===== src/source/lsu_pkg.sv =====
package lsu_pkg;

    // width of data words and of byte addresses
    localparam int DATA_W = 32;

    // memory depth in words is 2**DEF_ADDR_W
    localparam int DEF_ADDR_W = 8;       // 256 words by default

    // cycles from address handshake to first cycle with rvalid high
    // must be at least 1
    localparam int DEF_READ_LATENCY = 2;

    // load type, same code points as the decode stage uses
    // codes 6 and 7 are unused and read back as zero
    typedef enum logic [2:0] {
        LOAD_NONE = 3'd0,   // no load, result forced to zero
        LOAD_LB   = 3'd1,   // byte, sign extended
        LOAD_LBU  = 3'd2,   // byte, zero extended
        LOAD_LH   = 3'd3,   // halfword, sign extended
        LOAD_LHU  = 3'd4,   // halfword, zero extended
        LOAD_LW   = 3'd5    // full word
    } load_op_e;

endpackage


===== src/source/lsu_load_align.sv =====
module lsu_load_align (
    input  logic [31:0]       word,     // raw memory word
    input  logic [1:0]        offset,   // byte offset of the load
    input  lsu_pkg::load_op_e op,
    output logic [31:0]       data
);
    import lsu_pkg::*;

    logic [DATA_W-1:0] shifted;

    // bring the addressed byte down to lane 0
    always_comb begin
        case (offset)
            2'd0: shifted = word;
            2'd1: shifted = word >> 8;
            2'd2: shifted = word >> 16;
            2'd3: shifted = word >> 24;
            default: shifted = word;
        endcase
    end

    // pick size and extension
    always_comb begin
        case (op)
            LOAD_LB:  data = {{24{shifted[7]}}, shifted[7:0]};
            LOAD_LBU: data = {24'h0, shifted[7:0]};
            LOAD_LH:  data = {{16{shifted[15]}}, shifted[15:0]};
            LOAD_LHU: data = {16'h0, shifted[15:0]};
            LOAD_LW:  data = shifted;
            // LOAD_NONE and the unused codes
            default:  data = '0;
        endcase
    end

endmodule


===== config.mk =====
export PLATFORM = sky130hd
export DESIGN_NAME = lsu_load_align
export DESIGN_NICKNAME = d
export VERILOG_FILES = /design/src/source/lsu_pkg.sv /design/src/source/lsu_load_align.sv
export SDC_FILE = /design/constraint.sdc
export NUM_CORES = 1
export LEC_CHECK = 0
export BUFFER_PORTS_ARGS = -buffer_cell sky130_fd_sc_hd__buf_2
export CAP_MARGIN = 20
export CORE_MARGIN = 1
export CORE_UTILIZATION = 41
export DETAILED_ROUTE_END_ITERATION = 16
export MAX_ROUTING_LAYER = met4
export PLACE_DENSITY_LB_ADDON = 0.3
export SYNTH_ARGS = -nofsm -noshare
export SYNTH_HDL_FRONTEND = slang
export SYNTH_SLANG_ARGS = --single-unit

===== constraint.sdc =====
create_clock -name vclk -period 1.51
set_clock_uncertainty 0.1 [all_clocks]
set_input_delay 0.0755 -clock vclk [all_inputs]
set_output_delay 0.0755 -clock vclk [all_outputs]
set_load 0.02 [all_outputs]

==> flow_summary.ini <==
[status]
status = finished, final reports clean

[route]
wire_per_inst_um = 13.9
wirelength_mm = 2.77
vias_per_cell = 5.66
drtPass1Iterations = 4
ant_nets = 0
vias = 1127
drcViolationCount = 0
drt_iter0_drc = 26

[critical_path]
cp.arrival_ps = 1330
crit_path_max_fanout = 8
start_kind = input pin
crit_required_ps = 1330
path_class = input pin to output port
critPathCaptureType = output port

[timing]
setup_violations = 0
period_share_pct = 99.7
fmax_ghz = 0.665
maxSlewHeadroom_pct = 68.4
slew_violations = 0
worst_slew_pin_slew_ps = 472
min_period_ps = 1500
finalSetupTns_ps = 0
hold_slack_ps = 393
final-hold-violation-count = 0
rsz0062_at_grt = true

[yosys]
synth_top_area_share_pct = 16.5
postSynthAreaPerCell_um2 = 8.13
synth_area_um2 = 821
ys_types = 32
ys_top_cells_by_area = mux4_2 16%, mux2i_1 12%, a221o_1 8.5%, a21o_1 8.2%, o2bb2ai_1 7.5%
ys_warn_count = 0
synth_cells = 101
yosysTopAreaCell = mux4_2
syn-num-nets = 138
synth_seq_area_share_pct = 0

[power]
ir_drop_uv = 221
power.total_uw = 490
p_leak_nw = 0.755
powerDensity_nw_per_um2 = 367

[floorplanning]
core_area_um2 = 1800
initial_core_util_pct = 45.6
die_w_um = 46.7
io_pins = 69
rows = 15
die_height_um = 46.7
die-area_um2 = 2180

[global_route]
grt_remaining_overflow = 0
antenna_found_initial = 0
grt_pass1_vias = 918
grt_usage_pct = 25.7
grt_pass1_wl_mm = 4.04
grt_max_degree = 16

[placement]
dp_hpwl_mm = 2.15
gp_congestion = 0.865
port_buffers = 69
dpl-instance-area_um2 = 1250

[final_layout]
fin_util_pct = 74.0
diodes = 0
regArea_um2 = 0
fin_area_um2 = 1330
final_nets = 213
drive_gt1_share_pct = 56.3
nClkBuffers = 0
area_growth_pct = 62.3
seq_cell_count = 0

[flow_run]
drv_cap = 0

[cts]
cts_setup_buffers = 0

[min_path]
hold_class = input pin to output port
==> worst max-delay path, cell delays in order <==
cell,delay (ps)
buf_2,110
or3_4,370
o221ai_2,90
a221oi_4,110
buf_6,150
a221o_1,260
buf_4,160
==> synth_stat cells, drive strengths merged (2+ instances only) <==
library cell,n
clkbuf,3
buf,7
nand2,10
a211oi,3
a221o,7
o21ai,8
o221ai,2
a21o,9
mux4,6
nor4,2
nor3,3
inv,3
mux2i,10
nor2b,8
o2bb2ai,7
==> layout make-up <==
type	instances	area (um^2)
Multi-Input combinational cell	88	786
Fill cell	156	469
Timing Repair Buffer	83	504
Tap cell	25	31.3
Inverter	3	11.3
==> timing repair <==
action	CTS	global route
gates cloned	0	0
setup endpoints to repair	10	19
pin swaps	2	1
hold buffers	0	0
resized for setup	16	6
==> stage by stage <==
| step | instances | setup WS (ps) |
|---|---|---|
| 2_1_floorplan | 101 | 6.33 |
| 3_3_place_gp | 200 | -57.9 |
| 3_5_place_dp | 200 | -102 |
| 4_1_cts | 199 | 6.30 |
| 5_1_grt | 199 | -38.1 |
| 6_report | 199 | 5.24 |
==> path summary, 6_finish.rpt <==
check	startpoint	endpoint	slack, ps	depth (start not counted)
hold / removal	word[24]	data[24]	390	3
setup / recovery	word[7]	data[19]	5	7
==> report_power, final <==
part / internal, mW / switching [mW] / leakage, nW
clock: 0 / 0 / 0
combinational: 0.227 / 0.263 / 0.755
sequential: 0 / 0 / 0
total: 0.227 / 0.263 / 0.755
==> kinds of logic (layout without fill, tap and decap cells) <==
kind of cell | Yosys count | count (layout) | synth area share [%]
compound gates | 39 | 39 | 39.3
simple gates | 31 | 31 | 20.9
mux | 17 | 17 | 30.0
buf+inv | 13 | 86 | 8.69
xor+xnor | 1 | 1 | 1.07
==> layout by cell type (no fill, tap or decap), drive strengths merged, types with 3 or more instances in the layout <==
master	instances
nor3	3
nand2	10
mux4	6
a211oi	3
o21ai	8
buf	83
o2bb2ai	7
mux2i	10
a21o	9
inv	3
a221o	7
nor2b	8
==> layer usage <==
| layer | routed length, um | vias to the layer above | share of wire [%] | track usage [%] |
|---|---|---|---|---|
| li1 | - | 554 | - | - |
| met1 | 1210 | 523 | 44 | 34.0 |
| met5 | 0 | - | 0 | - |
| met3 | 143 | 0 | 5.2 | 0.769 |
| met4 | 0 | 0 | 0 | 1.14 |
| met2 | 1410 | 50 | 51 | 45.8 |
Note: power is estimated with default switching activity, not from simulation.
