--- src/source/lsu_pkg.sv ---
package lsu_pkg;

    // width of data words and of byte addresses
    localparam int DATA_W = 32;

    // memory depth in words is 2**DEF_ADDR_W
    localparam int DEF_ADDR_W = 8;       // 256 words by default

    // cycles from address handshake to first cycle with rvalid high
    // must be at least 1
    localparam int DEF_READ_LATENCY = 2;

    // load type, same code points as the decode stage uses
    // codes 6 and 7 are unused and read back as zero
    typedef enum logic [2:0] {
        LOAD_NONE = 3'd0,   // no load, result forced to zero
        LOAD_LB   = 3'd1,   // byte, sign extended
        LOAD_LBU  = 3'd2,   // byte, zero extended
        LOAD_LH   = 3'd3,   // halfword, sign extended
        LOAD_LHU  = 3'd4,   // halfword, zero extended
        LOAD_LW   = 3'd5    // full word
    } load_op_e;

endpackage

--- src/source/lsu_read_master.sv ---
module lsu_read_master (
    input  logic              clk,
    input  logic              rst,
    // load request from decode
    input  logic              load_start,
    input  logic [31:0]       load_addr,
    input  lsu_pkg::load_op_e load_op,
    // read address channel
    output logic [31:0]       ar_addr,    // word address
    output logic              ar_valid,
    input  logic              ar_ready,
    // read data channel, data itself goes straight to the aligner
    input  logic              r_valid,
    output logic              r_ready,
    // latched request fields for the aligner
    output logic [1:0]        offset,
    output lsu_pkg::load_op_e op,
    // status
    output logic              load_done,
    output logic              busy
);
    import lsu_pkg::*;

    typedef enum logic [1:0] {
        IDLE = 2'd0,
        ADDR = 2'd1,   // ar_valid up, waiting for ar_ready
        DATA = 2'd2    // r_ready up, waiting for r_valid
    } state_e;

    state_e             state;
    logic [DATA_W-1:0]  addr_q;   // byte address of current load
    load_op_e           op_q;
    logic               accept;

    // memory still sweeping shows up as ar_ready low while idle
    assign busy   = (state != IDLE) | ~ar_ready;
    assign accept = load_start & ~busy;   // starts while busy are dropped

    // one load in flight
    always_ff @(posedge clk) begin
        if (rst) begin
            state <= IDLE;
        end else begin
            case (state)
                IDLE: if (accept) state <= ADDR;
                ADDR: if (ar_ready) state <= DATA;    // address handshake
                DATA: if (r_valid) state <= IDLE;     // data handshake
                default: state <= IDLE;
            endcase
        end
    end

    // request payload, held for the whole load
    always_ff @(posedge clk) begin
        if (accept) begin
            addr_q <= load_addr;
            op_q   <= load_op;
        end
    end

    assign ar_addr  = {2'b00, addr_q[DATA_W-1:2]};  // drop byte offset
    assign ar_valid = (state == ADDR);
    assign r_ready  = (state == DATA);
    assign offset   = addr_q[1:0];
    assign op       = op_q;

    // done is the data handshake itself
    assign load_done = r_valid & r_ready;

endmodule

--- config.mk ---
export PLATFORM = sky130hd
export DESIGN_NAME = lsu_read_master
export DESIGN_NICKNAME = d
export VERILOG_FILES = /design/src/source/lsu_pkg.sv /design/src/source/lsu_read_master.sv
export SDC_FILE = /design/constraint.sdc
export NUM_CORES = 1
export LEC_CHECK = 0
export BUFFER_PORTS_ARGS = -buffer_cell sky130_fd_sc_hd__clkbuf_2
export CORE_MARGIN = 5
export CORE_UTILIZATION = 29
export DETAILED_ROUTE_END_ITERATION = 6
export PLACE_DENSITY_LB_ADDON = 0.25
export RECOVER_POWER = 100
export REMOVE_ABC_BUFFERS = 1
export SETUP_SLACK_MARGIN = 0.05
export SYNTH_ARGS = -nofsm -noshare
export SYNTH_HDL_FRONTEND = slang
export SYNTH_SLANG_ARGS = --single-unit
--- constraint.sdc ---
create_clock -name clk -period 2.7 [get_ports clk]
set_clock_uncertainty 0.2 [all_clocks]
set_input_delay 0.405 -clock clk [delete_from_list [all_inputs] [get_ports clk]]
set_output_delay 0.405 -clock clk [all_outputs]
set_load 0.02 [all_outputs]
==> qor.yml, run 1 <==
yosysSeqAreaShare_pct: 91.8
met2_usage_pct: 16.5
pwr_density_cell_nw_per_um2: 673
core.rowCount: 23
yosysWarnings: 0
nFillCells: 394
area_growth_pct: 41.1
hpwl_um: 2020
syn_avg_cell_area_um2: 22.9
ctsResizeCount: 0
grt_pass1_vias: 810
instances_no_fill: 188
drtAntennaViolNets: 0
crit_path_start_kind: "flop"
holdPathStages: 2
cts_sinks: 37
yosysTopAreaCell: "edfxtp_1"
core-area_um2: 4000
die_h_um: 74.0
worstPathMaxFanout: 35
busiest_layer: "met2"
grt_pass1_wl_um: 3820
ios: 81
drc: 0
synth-adder-area-share_pct: 0
fp.dieW_um: 74.0
drtIter0Drc: 62
synth.top_cell.area_share_pct: 88.4
maxCapViolCount: 0
synthSimpleGateAreaFrac_pct: 5.26
cts_hold_buf: 0
status: "finished clean"
globalplace.congestion: 0.644
insertion_delay_ps: 280
antenna_found_initial: 0
worst_pin_slew_ps: 873
setup_viol: 0
seqCellArea_um2: 1090
maxSlewHeadroom_pct: 41.8
synth_cell_type_count: 14
p_leak_nw: 0.639
finalCriticalPeriod_ps: 2130
synth_top_family_by_area: "simple AND/OR/NAND/NOR gates"
cts_root_buf: "clkbuf_8"
placed_cell_area_um2: 1650
netlist_instances: 52
dp.cells: 180
wirelength_um: 2630
ys_top_cells_by_area: "edfxtp_1 88%, dfxtp_1 3.4%, or3b_1 1.5%"
synth_area_um2: 1190
grt_util_met1_pct: 9.69
fin_util_pct: 41.9
avgViaCountPerCell: 4.01
fmax_ghz: 0.469
avgRoutedWirePerCell_um: 14.0
rsz0062_at_grt: "no"
grt-ovfl-total: 0
worstSetupEndpointType: "flop"
use_met3_pct: 4.73
drive_gt1_share_pct: 34.8
synth_compound_area_share_pct: 1.05
holdCritPathClass: "in -> reg"
vdd_drop_max_uv: 305
slew_violations: 0
multi_input_comb_area_um2: 90.1
synthMuxAreaShare_pct: 0
io_buffers: 78
p_total_mw: 1.13
layout.nets: 177
fin_tns_setup_ps: 0
vias: 753
design.die.area_um2: 5480
finalCritPeriodShare_pct: 79.0
grt_use_total_pct: 9.70
crit_arrival_ps: 1840
htreeDepth: 2
crit_type: "reg -> reg"
path_clk_slew_ps: 70
design_area_um2: 1680
ctsLongestPathBuffers: 2
synth_xor_area_share_pct: 0
diodes: 0
cts_tree: "yes"
initial_core_util_pct: 29.7
crit_required_ps: 2410
firstDrtPassIters: 2
post-cts-setup-buffer-count: 0
finalHoldViolCount: 0
cts_buffers: 5
rr_worst_depth: 3
grt_max_degree: 36
synth_seq_cells: 37
==> registers in the layout, indices dropped and copies added, names as in the netlist <==
signal,count
addr_q,32
op,3
state,2
==> per-stage QoR <==
step | setup slack [ps] | hold slack (ps)
3_3_place_gp | 753 | 257
5_1_grt | 422 | 75.2
3_5_place_dp | 700 | 295
6_report | 566 | 94.0
2_1_floorplan | -318 | 242
4_1_cts | 824 | 80.1
==> routing by layer <==
layer | vias to the layer above | wire, um | share of wire [%]
li1 | 362 | - | -
met1 | 345 | 932 | 35
met2 | 41 | 1380 | 52
met3 | 5 | 272 | 10
met4 | 0 | 47 | 1.8
met5 | - | 0 | 0
==> cell type report <==
class / count / share of cell area, %
Inverter: 1 / 0.224
Clock inverter: 2 / 0.597
Sequential cell: 37 / 65.1
Timing Repair Buffer: 79 / 20.7
Multi-Input combinational cell: 13 / 5.37
Clock buffer: 6 / 4.33
Tap cell: 50 / 3.73
==> synthesized netlist by cell type, drive strengths merged <==
master and number:
a211oi 1, dfxtp 2, and2 1, inv 1, nand2b 1, nand3b 2
edfxtp 35, conb 1, a21oi 1, nor2b 1, buf 2, or3b 2
nor2 1, and2b 1
==> where the power goes <==
part	total [mW]	switching (mW)	internal, mW
Combinational	0.102	0.0680	0.0337
Clock	0.360	0.181	0.179
Sequential	0.667	0.00725	0.659
==> kinds of logic (layout without fill, tap and decap cells) <==
family                 after synthesis  in the layout
AND/OR/NAND/NOR                      9              9
buffers and inverters                3             88
AO/OA/AOI/OAI                        2              2
flip-flops                          37             37
other                                1              2
==> worst max-delay path: stages, from the launching register on <==
cell,delay (ps)
dfxtp_1,350
or3b_1,440
nor2_4,90
clkbuf_2,670
==> final timing paths <==
kind / startpoint / endpoint / slack [ps]
worst max-delay path: state[1]$_SDFFE_PP0P_ / addr_q[23]$_DFFE_PP_ / 570
worst min-delay path: rst / state[1]$_SDFFE_PP0P_ / 90
worst max register to register: state[1]$_SDFFE_PP0P_ / addr_q[23]$_DFFE_PP_ / 570
worst min register to register: state[1]$_SDFFE_PP0P_ / state[0]$_SDFFE_PP0P_ / 330
==> placed cells by master (no fill, tap or decap), drive strengths merged, types with 2 or more instances in the layout <==
cell,Yosys,final
clkbuf,0,85
edfxtp,35,35
or3b,2,2
nand3b,2,2
conb,1,2
clkinv,0,2
dfxtp,2,2
Note: power is estimated with default switching activity, not from simulation.
==> run 2, diff against run 1 <==
Clock period 2.7 ns to 1.9 ns, I/O delays scaled along.
==> qor.yml, run 2 (synthesis gave the netlist of run 1 again) <==
fin_tns_setup_ps: 0
pwr-share-clk_pct: 30.4
power_frac_comb_pct: 12.4
nFillCells: 375
crit_type: "reg -> out"
core-area_um2: 4000
crit_required_ps: 1410
wirelength_um: 2910
die_h_um: 74.0
setup_viol: 0
vdd_drop_max_uv: 438
drtAntennaViolNets: 0
drive_gt1_share_pct: 26.4
antenna_found_initial: 0
globalplace.congestion: 0.654
ctsResizeCount: 0
avgRoutedWirePerCell_um: 13.0
finalHoldViolCount: 0
largest-register: "addr_q"
layout.nets: 213
area_growth_pct: 71.7
p_int_mw: 1.28
p_switching_mw: 0.376
ctsLongestPathBuffers: 2
maxCapViolCount: 0
vias: 893
finalCriticalPeriod_ps: 1750
pwr_density_cell_nw_per_um2: 811
grt_max_degree: 36
grt_pass1_wl_um: 4400
core.rowCount: 23
rsz0062_at_grt: "no"
setup_ws_ps: 151
hpwl_um: 2050
firstDrtPassIters: 4
layout_common_cells: "40 x clkbuf_1, 38 x clkbuf_2, 36 x dlygate4sd3_1, 35 x edfxtp_1, 5 x clkbuf_8"
holdCritPathClass: "in -> reg"
initial_core_util_pct: 29.7
ios: 81
post-cts-setup-buffer-count: 0
crit_arrival_ps: 1260
worstSetupEndpointType: "output port"
fin_util_pct: 51.0
p_leak_nw: 0.786
cts_root_buf: "clkbuf_8"
avgViaCountPerCell: 3.99
cts_sinks: 37
grt_use_total_pct: 11.0
worstPathMaxFanout: 7
fmax_ghz: 0.572
cts_tree: "yes"
io_buffers: 78
cts_hold_buf: 36
slew_violations: 0
seq_power_share_pct: 57.2
p_sw_share_pct: 22.7
grt_pass1_vias: 977
final_common_cell: "clkbuf_1"
design.die.area_um2: 5480
path_clk_slew_ps: 70
status: "finished clean"
preCtsSetupSlack_ps: 209
finalCritPeriodShare_pct: 92.1
grt-ovfl-total: 0
insertion_delay_ps: 280
fp.dieW_um: 74.0
drc: 0
diodes: 0
crit_path_start_kind: "flop"
htreeDepth: 2
largest_reg_flops: 32
drtIter0Drc: 29
cts_buffers: 5
-- run 2: cell count changes in the layout (fill, tap and decap cells not counted), sizes merged --
cell and delta:
dlygate4sd3 +36, clkbuf -2, buf +1, clkinv +1
-- run 2: path summary, 6_finish.rpt --
path                          from  slack (ps)                    end  depth (start not counted)
max          state[0]$_SDFFE_PP0P_         150                   busy                          2
max reg2reg  state[0]$_SDFFE_PP0P_         170    addr_q[9]$_DFFE_PP_                          3
min reg2reg  state[1]$_SDFFE_PP0P_         320  state[0]$_SDFFE_PP0P_                          1
min                        r_valid          90  state[1]$_SDFFE_PP0P_                          3
-- run 2: per-stage QoR --
stage	hold slack (ps)	std cells	instance area, um^2	power [mW]
floorplan	154	51	1180	1.04
global placement	257	180	1660	1.12
detailed placement	264	180	1660	1.13
CTS	70.9	224	2100	1.69
global route	106	224	2040	1.73
finish	85.7	224	2040	1.66
-- run 2: critical path, cell delays in order, from the launching register on --
cell,delay (ps)
dfxtp_1,360
or3b_1,430
clkbuf_1,200
-- run 2: final cells by class --
type,instances,area (um^2),area share [%]
Clock buffer,5,68.8,3.37
Clock inverter,3,12.5,0.613
Inverter,1,3.75,0.184
Multi-Input combinational cell,13,90.1,4.41
Sequential cell,37,1090,53.5
Tap cell,50,62.6,3.07
Timing Repair Buffer,115,712,34.9
-- run 2: per-layer routing --
| layer | vias to the layer above | track usage, % | part of all wire, % |
|---|---|---|---|
| li1 | 438 | - | - |
| met1 | 411 | 10.6 | 34 |
| met2 | 42 | 20.8 | 56 |
| met3 | 2 | 4.19 | 9.4 |
| met4 | 0 | 4.23 | 0.69 |
| met5 | - | 0 | 0 |
-- run 2: power groups by stage --
stage                     clock (mW)  combinational, mW  sequential, mW
after floorplan                    0             0.0284            1.01
after global placement             0              0.157           0.963
after detailed placement           0              0.162           0.965
after CTS                      0.526              0.221           0.947
after global routing           0.558              0.221           0.950
final                          0.504              0.205           0.947
